### src/rtl/sgd_pkg.sv
`default_nettype none

package sgd_pkg;

    //////////////////////////////////////////////////
    // sizes
    //////////////////////////////////////////////////

    // features per sample, also model words
    localparam int NUM_FEATURES  = 4;
    localparam int FEATURE_WIDTH = 8;
    // model words, labels, loss and gradients
    localparam int MODEL_WIDTH   = 32;
    // sample, batch and epoch counters
    localparam int COUNT_WIDTH   = 16;

    //////////////////////////////////////////////////
    // types
    //////////////////////////////////////////////////

    typedef logic signed [FEATURE_WIDTH-1:0]              feature_t;
    // feature i sits at bits [i*FEATURE_WIDTH +: FEATURE_WIDTH]
    typedef logic        [NUM_FEATURES*FEATURE_WIDTH-1:0] features_t;
    typedef logic signed [MODEL_WIDTH-1:0]                model_word_t;
    // word i sits at bits [i*MODEL_WIDTH +: MODEL_WIDTH]
    typedef logic        [NUM_FEATURES*MODEL_WIDTH-1:0]   model_vec_t;
    typedef logic        [COUNT_WIDTH-1:0]                count_t;
    // arithmetic right shift of the loss
    typedef logic        [$clog2(MODEL_WIDTH)-1:0]        shift_t;
    typedef logic        [$clog2(NUM_FEATURES)-1:0]       index_t;

    // training sequencer
    typedef enum logic [2:0] {
        CTRL_IDLE,
        CTRL_RUN,
        CTRL_WAIT_UPDATE,
        CTRL_WRITE_BACK,
        CTRL_DONE
    } ctrl_state_t;

endpackage

`default_nettype wire

### src/rtl/sgd_control.sv
`timescale 1ns/100ps
`default_nettype none

module sgd_control (
    input  wire                  clk,
    input  wire                  rst_n,
    input  wire                  start,
    input  wire sgd_pkg::count_t mini_batch_size,
    input  wire sgd_pkg::count_t number_of_samples,
    input  wire sgd_pkg::count_t number_of_epochs,
    input  wire sgd_pkg::shift_t step_shift,
    input  wire                  sample_valid,
    input  wire                  update_done,
    input  wire                  wb_done,
    output logic                 sample_ready,
    output logic                 take,
    output logic                 batch_end,
    output sgd_pkg::shift_t      step_shift_q,
    output logic                 wb_start,
    output logic                 done
);

    sgd_pkg::ctrl_state_t state;

    // latched configuration
    sgd_pkg::count_t      mbs_q;
    sgd_pkg::count_t      nsamp_q;
    sgd_pkg::count_t      nepoch_q;

    // position inside batch, epoch and run
    sgd_pkg::count_t      batch_cnt;
    sgd_pkg::count_t      sample_cnt;
    sgd_pkg::count_t      epoch_cnt;
    logic                 epoch_end;
    // pending update is the last one of the run
    logic                 final_q;

    // intake open only while running, closed during the update
    assign sample_ready = (state == sgd_pkg::CTRL_RUN);
    assign take         = sample_valid & sample_ready;
    assign done         = (state == sgd_pkg::CTRL_DONE);

    // batch closes on size or on the last sample of the epoch
    assign epoch_end    = (sample_cnt == nsamp_q - 1'b1);
    assign batch_end    = (batch_cnt == mbs_q - 1'b1) | epoch_end;

    //////////////////////////////////////////////////
    // configuration, taken on an accepted start
    //////////////////////////////////////////////////

    always_ff @(posedge clk) begin
        if ((state == sgd_pkg::CTRL_IDLE || state == sgd_pkg::CTRL_DONE) && start) begin
            mbs_q        <= mini_batch_size;
            nsamp_q      <= number_of_samples;
            nepoch_q     <= number_of_epochs;
            step_shift_q <= step_shift;
        end
    end

    //////////////////////////////////////////////////
    // sequencer
    //////////////////////////////////////////////////

    always_ff @(posedge clk) begin
        if (!rst_n) begin
            state      <= sgd_pkg::CTRL_IDLE;
            batch_cnt  <= '0;
            sample_cnt <= '0;
            epoch_cnt  <= '0;
            final_q    <= 1'b0;
            wb_start   <= 1'b0;
        end else begin
            // single cycle strobe
            wb_start <= 1'b0;
            case (state)
                sgd_pkg::CTRL_IDLE, sgd_pkg::CTRL_DONE: begin
                    // start elsewhere is ignored
                    if (start) begin
                        state      <= sgd_pkg::CTRL_RUN;
                        batch_cnt  <= '0;
                        sample_cnt <= '0;
                        epoch_cnt  <= '0;
                        final_q    <= 1'b0;
                    end
                end
                sgd_pkg::CTRL_RUN: begin
                    if (take) begin
                        batch_cnt <= batch_end ? '0 : batch_cnt + 1'b1;
                        if (epoch_end) begin
                            sample_cnt <= '0;
                            epoch_cnt  <= epoch_cnt + 1'b1;
                        end else begin
                            sample_cnt <= sample_cnt + 1'b1;
                        end
                        // hold intake until the model has the new words
                        if (batch_end) begin
                            state   <= sgd_pkg::CTRL_WAIT_UPDATE;
                            final_q <= epoch_end && (epoch_cnt == nepoch_q - 1'b1);
                        end
                    end
                end
                sgd_pkg::CTRL_WAIT_UPDATE: begin
                    if (update_done) begin
                        if (final_q) begin
                            state    <= sgd_pkg::CTRL_WRITE_BACK;
                            wb_start <= 1'b1;
                        end else begin
                            state <= sgd_pkg::CTRL_RUN;
                        end
                    end
                end
                sgd_pkg::CTRL_WRITE_BACK: begin
                    if (wb_done) begin
                        state <= sgd_pkg::CTRL_DONE;
                    end
                end
                default: begin
                    state <= sgd_pkg::CTRL_IDLE;
                end
            endcase
        end
    end

endmodule

`default_nettype wire

### config.mk
export PLATFORM = sky130hd
export DESIGN_NAME = sgd_control
export DESIGN_NICKNAME = d
export VERILOG_FILES = /design/src/rtl/sgd_pkg.sv /design/src/rtl/sgd_control.sv
export SDC_FILE = /design/constraint.sdc
export NUM_CORES = 1
export LEC_CHECK = 0
export BUFFER_PORTS_ARGS = -buffer_cell sky130_fd_sc_hd__buf_4
export CAP_MARGIN = 20
export CORE_ASPECT_RATIO = 0.7
export CORE_MARGIN = 8
export CORE_UTILIZATION = 59
export CTS_CLUSTER_DIAMETER = 150
export DETAILED_ROUTE_END_ITERATION = 12
export PLACE_DENSITY = 0.8
export SLEW_MARGIN = 5
export SYNTH_ARGS = -nofsm -noshare
export SYNTH_HDL_FRONTEND = slang
export SYNTH_SLANG_ARGS = --single-unit
### constraint.sdc
create_clock -name clk -period 4 [get_ports clk]
set_clock_uncertainty 0.1 [all_clocks]
set_input_delay 0.8 -clock clk [delete_from_list [all_inputs] [get_ports clk]]
set_output_delay 0.8 -clock clk [all_outputs]
set_load 0.02 [all_outputs]
## Yosys cells after proc, flatten, opt, wreduce, memory -nomap -nowiden

Index checks and enable logic that the tools add are counted.
W data, S select, Z words.

| word-level totals | value |
|---|---|
| bits in registers | 106 |
| input bits | 59 |
| word-level logic and storage cells | 64 |

| operators by class | value |
|---|---|
| $add $sub $neg | 6 |
| eq/ne operators | 13 |
| muxes and demuxes | 22 |
| bitwise operators | 2 |
| reduce and logical (&&, ||, !) cells | 11 |

Operator list:

| cell | count |
|---|---|
| $mux W16 | 7 |
| $pmux W16 S2 | 3 |
| $add A16 B1 Y16 const B | 3 |
| $eq A16 B16 Y1 | 3 |
| $sub A16 B1 Y16 const B | 3 |
| $mux W3 | 5 |
| $pmux W3 S4 | 1 |
| $reduce_and A4 Y1 | 2 |
| $eq A3 B2 Y1 const B | 2 |
| $ne A2 B1 Y1 const B | 3 |
| $ne A2 B2 Y1 const B | 3 |
| $reduce_and A3 Y1 | 2 |
| $reduce_and A5 Y1 | 1 |
| $mux W1 | 4 |
| $eq A3 B1 Y1 const B | 1 |
| $eq A3 B3 Y1 const B | 1 |
| $logic_not A3 Y1 | 1 |
| $logic_and A1 B1 Y1 | 2 |
| $mux W2 | 1 |
| $pmux W1 S2 | 1 |
| $reduce_bool A2 Y1 | 1 |
| $reduce_or A2 Y1 | 1 |
| $and A1 B1 Y1 | 1 |
| $logic_or A1 B1 Y1 | 1 |
| $or A1 B1 Y1 | 1 |

## Depth between registers and ports, before layout

Gate-level depths: netlist of run 1.

| depth | value |
|---|---|
| depth in word-level cells | 6 |
| depth in mapped cells | 12 |

## Worst setup path after synthesis of run 1

No wires, ideal clock.

| timing | value |
|---|---|
| path type | reg-to-output |
| start point | reg nsamp_q[0] |
| end point | out batch_end |
| arrival | 2,833 ps |
| slack | 267 ps |
| cell stages (with the launch flop) | 11 |
| path buffers | 2 |
| cell sequence | edfxtp_1 inv_1 ha_1 or4b_1 buf_2 or3_4 a2111oi_4 o211a_1 o2111a_1 clkbuf_1 or2_2 |

| between the ends | value |
|---|---|
| word-level cells in the longest chain between the ends | 3 |

Ends and longest elaborated chain:

| element | line | RTL |
|---|---|---|
| from (decl) | sgd_control.sv:27 | `sgd_pkg::count_t nsamp_q;` |
| from (signal assigned) | sgd_control.sv:54 | `nsamp_q <= number_of_samples;` |
| $sub A16 B1 Y16 | sgd_control.sv:44 | `assign epoch_end = (sample_cnt == nsamp_q - 1'b1);` |
| $eq A16 B16 Y1 | sgd_control.sv:44 |  |
| $or A1 B1 Y1 | sgd_control.sv:45 | `assign batch_end = (batch_cnt == mbs_q - 1'b1) \| epoch_end;` |
| to (decl) | sgd_control.sv:17 | `output logic batch_end,` |

No other way between the ends.

## Worst setup path after layout of run 1

| timing | value |
|---|---|
| start point | reg mbs_q[1] |
| end point | out batch_end |

| between the ends | value |
|---|---|
| word-level cells in the longest chain between the ends | 3 |

Ends and longest elaborated chain:

| element | line | RTL |
|---|---|---|
| from (decl) | sgd_control.sv:26 | `sgd_pkg::count_t mbs_q;` |
| from (signal assigned) | sgd_control.sv:53 | `mbs_q <= mini_batch_size;` |
| $sub A16 B1 Y16 | sgd_control.sv:45 |  |
| $eq A16 B16 Y1 | sgd_control.sv:45 |  |
| $or A1 B1 Y1 | sgd_control.sv:45 |  |

No other way between the ends.

==> results of run 1 <==
-- cells by family (layout without fill, tap and decap cells) --
| family | count (synthesis) | in the layout | share of synthesized area (%) |
|---|---|---|---|
| simple gates | 258 | 258 | 22.5 |
| compound gates | 152 | 152 | 18.9 |
| flops | 106 | 106 | 43.2 |
| xor+xnor | 65 | 65 | 9.50 |
| buf+inv | 56 | 131 | 3.63 |
| fa+ha+maj | 6 | 6 | 1.22 |
| mux | 6 | 6 | 1.02 |
-- worst paths after layout --
check,start,end,cells past startpoint
max,mbs_q[1],batch_end,9
min,epoch_cnt[15],epoch_cnt[15],2
max reg2reg,nsamp_q[1],epoch_cnt[12],10
min reg2reg,epoch_cnt[15],epoch_cnt[15],2
-- cells in the final DEF, fill, tap and decap left out, types with 11 or more instances in the layout --
cell type / n
a21oi_1: 22
a31oi_1: 15
a41oi_1: 11
and3_1: 13
buf_4: 91
dfxtp_1: 53
edfxtp_1: 53
inv_1: 23
nand2_1: 55
nand3_1: 35
nand4_1: 12
nor2_1: 43
nor3_1: 16
o2111ai_1: 16
o211ai_1: 13
or3_1: 13
xnor2_1: 41
xor2_1: 23
-- state kept, by name, summed over array words and instances, names as in the netlist --
signal and cells:
nepoch_q 16, nsamp_q 16, epoch_cnt 16, mbs_q 16, sample_cnt 16, wb_start 1, state 3, batch_cnt 16
final_q 1, step_shift_q 5
-- per-stage QoR --
step,util (%),power [mW]
after floorplan,-,1.40
after global placement,66.4,1.49
after detailed placement,66.4,1.50
after CTS,69.7,2.40
after global routing,70.4,2.47
final,70.4,2.39
-- tightest hold or removal path: stages (launching register included) --
cell and delay (ns):
dfxtp_1 0.33, nand3_1 0.07, mux2i_1 0.06
-- synthesized netlist by cell type (6+ instances only) --
cell	instances
o211ai_1	13
ha_1	6
xor2_1	23
a41oi_1	11
inv_1	23
xnor2_1	41
or3_1	13
a31oi_1	15
or2_2	6
o21ai_1	7
nand3_1	35
a211oi_1	11
or4_1	12
a2111o_1	10
a21oi_1	22
nand2b_1	8
o21ai_0	10
edfxtp_1	53
clkbuf_1	25
nor2_1	43
nor4_1	11
o2111ai_1	16
nand2_1	55
nor3_1	16
nand4_1	12
and3_1	13
dfxtp_1	53
-- metal layers --
| layer | GRT usage, % | vias to the layer above | share of wire [%] |
|---|---|---|---|
| li1 | - | 2632 | - |
| met2 | 36.4 | 258 | 46 |
| met4 | 5.43 | 0 | 1.3 |
| met3 | 4.56 | 29 | 7.6 |
| met5 | 0 | - | 0 |
| met1 | 30.8 | 2636 | 45 |
-- timing repair --
item | CTS | global route
pin swaps | 1 | 7
gates resized for setup | 4 | 6
hold buffers | 0 | 0
setup buffers | 2 | 5
endpoints found under the setup margin | 1 | 1
-- layout make-up --
type,instances,area [um^2],area share [%]
clock buffers,10,239,3.32
repair buffers,91,683,9.48
multi-input cells,487,3310,46.0
inverters,24,90.1,1.25
clock inverters,6,63.8,0.886
flip-flops and latches,106,2650,36.8
well taps,132,165,2.29
-- power by group --
group	internal (mW)	switching, mW
Combinational	0.116	0.150
Sequential	1.18	0.0434
Clock	0.504	0.397
Total	1.80	0.591
==> reports/metrics.cfg, run 1 <==
[routing]
drc=0
routed_wl_mm=15.9
ant_nets=0
routedWlPerCell_um=18.6
drt_first_iter_violations=543
vias=5555
routed_via_density=6.49
firstDrtPassIters=5

[sta]
tns_ns=0
layout_setup_ws_ns=0.0722
hold_viol=0
fin_crit_ns=3.93
slew_headroom_pct=48.0
finalSetupViolCount=0
hold-worst-slack_ns=0.402
worstMarginPinSlew_ns=0.780
final_max_slew_viol_count=0
max_freq_mhz=255
fin_crit_sh_pct=98.2

[grt]
grt_pass1_vias=5285
grt_max_degree=42
grt_pass1_wl_mm=25.7
grtUsageTotal_pct=22.7
globalRoute.totalOverflow=0
antenna_found_initial=0

[layout]
finalNonFillerCells=856
diodes=0
final_cell_area_um2=7200
nets=784
n_fill_cell=794
syn_to_final_growth_pct=17.3
drive_gt1_share_pct=18.1

[placement]
dp_hpwl_mm=11.4
port_buffers=68
placed_cell_area_um2=6800
routabilityCongestion=0.916
placed_cells=833
pre_cts_ws_ns=0.188

[die]
die_h_um=101
start_util_pct=60.0
core_um2=10200
die_x_um=138
dieArea_um2=14000
io_pins=69
rows=31

[worst_setup_path]
path_delay_family=simple AND/OR/NAND/NOR gates
cp_num_buf_inv=3
cp_max_fo=5
path_cells=nor4_1 -> buf_4 -> nand2_1 -> or4b_2 -> a211oi_1 -> nor4b_2 -> buf_4 -> or2_2 -> buf_4
slowest_delay_ns=0.62
endpoint_kind=output port
crit_arrival_ns=3.03
crit_required_ns=3.10
rrSetupSlack_ns=0.47
crit_path_start_kind=register
critical-path-slowest-cell=or4b_2
critPathMostFrequentCell=buf_4
critPathKind=reg2out

[logic_synthesis]
synth.avg_cell_area_um2=9.46
synthArstFlopShare_pct=0
synth_top_area_share_pct=25.9
yosysSeqAreaShare_pct=43.2
synth.cell_area_um2=6140
synthTopCellsByArea=edfxtp_1, dfxtp_1, xnor2_1
netlist.top_cell.by_area=edfxtp_1
synth_edf_count=53
synthCells=649
syn_nets=714
synth.distinct_cells=66
synth_flop_cell=edfxtp_1
yosys_warnings=0
ys_seq_elements=106

[cts]
max-clock-path-buffers=2
h-tree-depth=3
cts_tree=built
clkTransAtPathRegs_ns=0.07
clock_latency_ns=0.35
numCtsBuffers=9
cts-root-buf=clkbuf_16
clock-sinks=106

[power_and_ir_drop]
ir_drop_mv=0.212
p_leak_nw=2.57
power_density_nw_per_um2=332

[outcome]
status=finished clean

[min_path]
hp-class=reg2reg

[flow_run]
drv_cap=0

No activity file was read; power rests on OpenSTA's default activity.
==> run 2, diff against run 1 <==
ABC_AREA = 1   (was not set)
BUFFER_PORTS_ARGS = not set   (was -buffer_cell sky130_fd_sc_hd__buf_4)
CORE_UTILIZATION = 62   (was 59)
DONT_BUFFER_PORTS = 1   (was not set)
PLACE_DENSITY = 0.78   (was 0.8)
==> run 2 against run 1 <==
Count of clock-buffer cells in the layout up 1. Cell area fell by 1.6%. Wire length decreased by 0.83%. Largest power group unchanged. Combinational power grew to 4.2 times the previous value. Total power rose by 46%. Critical path depth grew 1. Worst setup slack better by 0.52 ns. Final cell count up 22%. Non-clock buffer count fell by 88. Area after synthesis increased by 9.4%.
==> reports/metrics.cfg, run 2 <==
[logic_synthesis]
synthMuxAreaShare_pct=0  ; was 1.02%
synth_common_cells=nand2_1, nor2_1, inv_1  ; was nand2_1, dfxtp_1, edfxtp_1
synth.cell_area_um2=6710  ; was 6140 um^2
netlist.top_cell.by_area=edfxtp_1  ; unchanged
synthCells=908  ; was 649
synth_top_family_by_area=simple AND/OR/NAND/NOR gates  ; unchanged
synth_compound_area_share_pct=3.69  ; was 18.9%
yosysSeqAreaShare_pct=39.5  ; was 43.2%
synth.most_common_cell=nand2_1  ; unchanged
ys_seq_elements=106  ; unchanged
synthSimpleGateAreaFrac_pct=38.9  ; was 22.5%
yosys.area_share.adder_pct=1.12  ; was 1.22%
synth_flop_cell=edfxtp_1  ; unchanged
synthArstFlopShare_pct=0  ; unchanged
yosys_warnings=0  ; unchanged
synth_xor_area_share_pct=9.39  ; was 9.50%
synth.distinct_cells=45  ; was 66
synth.avg_cell_area_um2=7.39  ; was 9.46 um^2
synth_edf_count=53  ; unchanged
syn_nets=973  ; was 714
synth_top_area_share_pct=23.7  ; was 25.9%
synthTopCellsByArea=edfxtp_1, dfxtp_1, nand2_1  ; was edfxtp_1, dfxtp_1, xnor2_1

[cts]
max-clock-path-buffers=2  ; unchanged
cts.repair.resized=0  ; was 4
clock_latency_ns=0.35  ; about the same
cts-root-buf=clkbuf_16  ; unchanged
h-tree-depth=3  ; unchanged
cts_tree=built  ; unchanged
postCtsHoldBufs=0  ; unchanged
numCtsBuffers=9  ; unchanged
clkTransAtPathRegs_ns=0.07  ; about the same
clock-sinks=106  ; unchanged
postCtsSetupBuffers=0  ; was 2

[sta]
hold_viol=0  ; unchanged
slew_headroom_pct=53.3  ; was 48.0%
final_max_slew_viol_count=0  ; unchanged
fin_crit_sh_pct=85.1  ; was 98.2%
rsz0062_at_grt=false
finalSetupViolCount=0  ; unchanged
hold-worst-slack_ns=0.386  ; was 0.402 ns
fin_crit_ns=3.40  ; was 3.93 ns
tns_ns=0  ; unchanged
worstMarginPinSlew_ns=0.700  ; was 0.780 ns
max_freq_mhz=294  ; was 255 MHz

[min_path]
hp-class=reg2reg  ; unchanged
holdPathStages=2  ; unchanged

[outcome]
status=finished clean  ; unchanged

[worst_setup_path]
path_cells=inv_1 -> ha_1 -> nand2_2 -> nor2_4 -> nand2_1 -> nor2_1 -> o21ai_0 -> nor4_1 -> nand4_1 -> nand2_1  ; was nor4_1 -> buf_4 -> nand2_1 -> or4b_2 -> a211oi_1 -> nor4b_2 -> buf_4 -> or2_2 -> buf_4
crit_path_start_kind=register  ; unchanged
critPathKind=reg2out  ; unchanged
crit_required_ns=3.10  ; about the same
slowest_delay_ns=0.42  ; was 0.62 ns
r2r_cells=13  ; was 10
critPathMostFrequentCell=nand2_1  ; was buf_4
critical-path-slowest-cell=edfxtp_1  ; was or4b_2
crit_arrival_ns=2.50  ; was 3.03 ns
cp_max_fo=6  ; was 5
endpoint_kind=output port  ; unchanged

[routing]
routed_via_density=5.56  ; was 6.49
drt_first_iter_violations=495  ; was 543
drc=0  ; unchanged
vias=5791  ; was 5555
firstDrtPassIters=5  ; unchanged
ant_nets=0  ; unchanged
routed_wl_mm=15.8  ; was 15.9 mm
routedWlPerCell_um=15.2  ; was 18.6 um

[grt]
antenna_found_initial=0  ; unchanged
grtUsageTotal_pct=22.1  ; was 22.7%
grt_max_degree=54  ; was 42
globalRoute.totalOverflow=0  ; unchanged
grt_pass1_vias=5166  ; was 5285
grt_pass1_wl_mm=25.8  ; was 25.7 mm

[layout]
final_common_cell=nand2_1  ; was buf_4
syn_to_final_growth_pct=5.55  ; was 17.3%
n_fill_cell=871  ; was 794
postLayoutCoreUtil_pct=67.9  ; was 70.4%
drive_gt1_share_pct=7.91  ; was 18.1%
diodes=0  ; unchanged
mostFrequentLayoutCells=nand2_1, nor2_1, inv_1  ; was buf_4, nand2_1, dfxtp_1, edfxtp_1, nor2_1
nets=970  ; was 784

[die]
die_x_um=140  ; was 138 um
rows=31  ; unchanged
start_util_pct=64.3  ; was 60.0%
core_um2=10400  ; was 10200 um^2
io_pins=69  ; unchanged
die_h_um=103  ; was 101 um
dieArea_um2=14500  ; was 14000 um^2

[power_and_ir_drop]
ir_drop_mv=0.462  ; was 0.212 mV
p_leak_nw=2.77  ; was 2.57 nW
power_density_nw_per_um2=494  ; was 332 nW/um^2

[placement]
port_buffers=0  ; was 68
dp_hpwl_mm=12.1  ; was 11.4 mm
routabilityCongestion=0.945  ; was 0.916

[flow_run]
drv_cap=0  ; unchanged

[run 2: where the power goes]
group | internal [mW] | leakage (nW) | switching (mW)
clock network | 0.465 | 0.149 | 0.405
registers | 1.34 | 0.934 | 0.163
logic | 0.323 | 1.69 | 0.804
[run 2: final timing paths]
kind                                   start        endpoint  slack [ns]
worst max-delay path                mbs_q[0]       batch_end        0.60
worst min-delay path            epoch_cnt[4]    epoch_cnt[4]        0.39
worst max register to register      state[2]  sample_cnt[11]        1.11
worst min register to register  epoch_cnt[4]    epoch_cnt[4]        0.39
[run 2: worst max-delay path, delay by kind of cell (launching register included)]
family	cells	cell delay, ns
AOI/OAI and AO/OA	1	0.10
adders and majority gates	1	0.27
and+or+nand+nor	7	1.19
DFF	1	0.42
buffers and inverters	1	0.18
[run 2: area by class of cell]
type,count,area [um^2],area share [%]
Clock buffer,11,253,3.57
Clock inverter,5,47.5,0.671
Inverter,99,373,5.26
Multi-Input combinational cell,686,3570,50.4
Sequential cell,106,2650,37.4
Tap cell,132,165,2.33
Timing Repair Buffer,3,22.5,0.318
[run 2: through the flow]
step	std cells	power, mW	instance area [um^2]	setup WS (ns)
after CTS	1042	3.50	7090	0.603
after global placement	1026	2.60	6790	1.06
after global routing	1042	3.71	7090	0.438
after floorplan	908	2.42	6710	0.280
final	1042	3.50	7090	0.595
after detailed placement	1026	2.64	6790	0.983
[run 2: logic make-up after synthesis]
kind of cell	count (synthesis)
simple gates	564
buf+inv	116
flops	106
xor+xnor	72
compound gates	44
fa+ha+maj	6
[run 2: layer usage]
layer	routed length [um]	global-route usage [%]	share of wire (%)
met5	0	0	0
met3	1020	3.56	6.4
met1	8080	32.4	51
met2	6580	33.8	42
met4	113	4.24	0.72
==> run 3, diff against run 2 <==
CORE_UTILIZATION = 58   (was 62)
PLACE_DENSITY = 0.76   (was 0.78)
clock period = 3 ns   (was 4 ns; I/O delays follow)
==> run 3 against run 2 <==
First-iteration DRC count down 6.5%. Clock power up 32%. Sequential share of layout area down 1.4 points. Combinational power up 42%. Sequential power up 34%. Via count down 0.31%. Total power up 36%. Flip-flop and latch count unchanged. Non-clock buffer count up 20. Final cell count up 4.3%. Critical path depth up 1. Critical endpoint unchanged. Largest cell class unchanged.
==> reports/metrics.cfg, run 3 (synthesized netlist as in run 2, its figures left out) <==
[grt]
grt_pass1_vias=5255  ; was 5166
grt_pass1_wl_mm=25.4  ; was 25.8 mm
antenna_found_initial=0  ; unchanged
globalRoute.totalOverflow=0  ; unchanged
grtUsageTotal_pct=20.4  ; was 22.1%
grt_max_degree=54  ; unchanged

[routing]
drc=0  ; unchanged
firstDrtPassIters=5  ; unchanged
ant_nets=0  ; unchanged
routedWlPerCell_um=14.1  ; was 15.2 um
drt_first_iter_violations=463  ; was 495
vias=5773  ; was 5791
routed_via_density=5.31  ; was 5.56
routed_wl_mm=15.3  ; was 15.8 mm

[min_path]
hp-class=in2reg  ; was reg2reg

[sta]
fin_crit_sh_pct=99.9
hold_viol=0  ; unchanged
final_max_slew_viol_count=0  ; unchanged
slew_headroom_pct=52.5  ; was 53.3%
finalSetupViolCount=0  ; unchanged
rsz0062_at_grt=true  ; was false
fin_crit_ns=3.00
worstMarginPinSlew_ns=0.713  ; was 0.700 ns
layout_setup_ws_ns=0.00241  ; was 0.595 ns
max_freq_mhz=334

[die]
core_um2=11500  ; was 10400 um^2
die_h_um=106  ; was 103 um
die_x_um=145  ; was 140 um
start_util_pct=58.5  ; was 64.3%
dieArea_um2=15300  ; was 14500 um^2
rows=33  ; was 31
io_pins=69  ; unchanged

[cts]
clkTransAtPathRegs_ns=0.07  ; about the same
cts_tree=built  ; unchanged
numCtsBuffers=9  ; unchanged
postCtsHoldBufs=0  ; unchanged
clock_latency_ns=0.34  ; was 0.35 ns
clock-sinks=106  ; unchanged
max-clock-path-buffers=2  ; unchanged
h-tree-depth=3  ; unchanged
cts-root-buf=clkbuf_16  ; unchanged

[layout]
nets=990  ; was 970
finalNonFillerCells=1087  ; was 1042
n_fill_cell=1022  ; was 871
syn_to_final_growth_pct=9.63  ; was 5.55%
final_common_cell=nand2_1  ; unchanged
drive_gt1_share_pct=12.0  ; was 7.91%
mostFrequentLayoutCells=nand2_1, nor2_1, inv_1  ; unchanged
diodes=0  ; unchanged

[power_and_ir_drop]
ir_drop_mv=0.376  ; was 0.462 mV
switching_share_pct=38.3  ; was 39.2%
pwr-share-seq_pct=42.1  ; was 43.0%
p_int_mw=2.94  ; was 2.13 mW
p_comb_share_pct=33.8  ; was 32.2%
switchingPower_mw=1.82  ; was 1.37 mW
p_clk_share_pct=24.1  ; was 24.9%
power_density_nw_per_um2=647  ; was 494 nW/um^2
p_leak_nw=2.88  ; was 2.77 nW

[placement]
port_buffers=0  ; unchanged
dp_hpwl_mm=11.3  ; was 12.1 mm
pre_cts_ws_ns=0.141  ; was 0.983 ns
routabilityCongestion=0.927  ; was 0.945
placed_cells=1056  ; was 1026

[worst_setup_path]
crit_path_start_kind=register  ; unchanged
crit_required_ns=2.30  ; was 3.10 ns
cp_max_fo=4  ; was 6
critPathKind=reg2out  ; unchanged
endpoint_kind=output port  ; unchanged
crit_arrival_ns=2.30  ; was 2.50 ns

[flow_run]
drv_cap=0  ; unchanged

[outcome]
status=finished clean  ; unchanged

==> run 3: cell types whose count changed in the layout (fill, tap and decap cells not counted), sizes merged <==
cell	before	now
buf	3	23
clkbuf	11	13
clkinv	7	5
==> run 3: worst paths after layout <==
kind                 startpoint            end  slack (ns)  depth (start not counted)
max                    mbs_q[4]      batch_end       0.002                         11
min          mini_batch_size[8]       mbs_q[8]        0.25                          0
min reg2reg        epoch_cnt[4]   epoch_cnt[4]        0.39                          2
max reg2reg          nsamp_q[0]  sample_cnt[7]        0.34                         15
==> run 3: metrics by stage <==
step	hold WS (ns)	cell area (um^2)	util (%)	total power, mW	setup TNS, ns
detailed placement	0.383	6860	59.7	3.54	0
floorplan	0.339	6720	-	3.23	0
global placement	0.370	6860	59.7	3.51	0
finish	0.247	7360	64.1	4.76	0
CTS	0.232	7220	62.9	4.72	0
global route	0.229	7360	64.1	5.08	-0.0915
==> run 3: critical path: stages, from the launching register on <==
cell and delay, ns:
edfxtp_1 0.46, nor2_2 0.22, nand2_1 0.12, nor2_4 0.15, nand2_1 0.10, nor2_2 0.17, buf_4 0.14, nand2_1 0.06
nor2_1 0.18, nor4_2 0.07, nand4_1 0.18, nand2_4 0.11
==> run 3: layer usage <==
layer	wire length, um	GRT usage, %	up-vias
met5	0	0	-
met4	219	5.55	0
met3	1070	4.25	24
met2	6370	30.5	197
met1	7690	29.1	2584
li1	-	-	2968
==> run 3: final cells by class <==
type,count,area (um^2),share of cell area (%)
Timing Repair Buffer,23,176,2.40
Inverter,99,373,5.07
Clock buffer,13,270,3.67
Sequential cell,106,2650,36.0
Clock inverter,3,22.5,0.306
Multi-Input combinational cell,686,3670,49.9
Tap cell,157,196,2.67
==> run 3: power by group through the flow <==
stage,clock (mW),sequential [mW],combinational [mW]
after floorplan,0,1.97,1.25
after global placement,0,2.02,1.49
after detailed placement,0,2.03,1.51
after CTS,1.19,2.00,1.54
after global routing,1.24,2.03,1.81
final,1.15,2.01,1.61
==> run 3: timing repair <==
| item | 4_1_cts | 5_1_grt |
|---|---|---|
| buffers inserted | 6 | 9 |
| resized for setup | 8 | 22 |
| pin swaps | 6 | 14 |
| endpoints found under the setup margin | 1 | 1 |
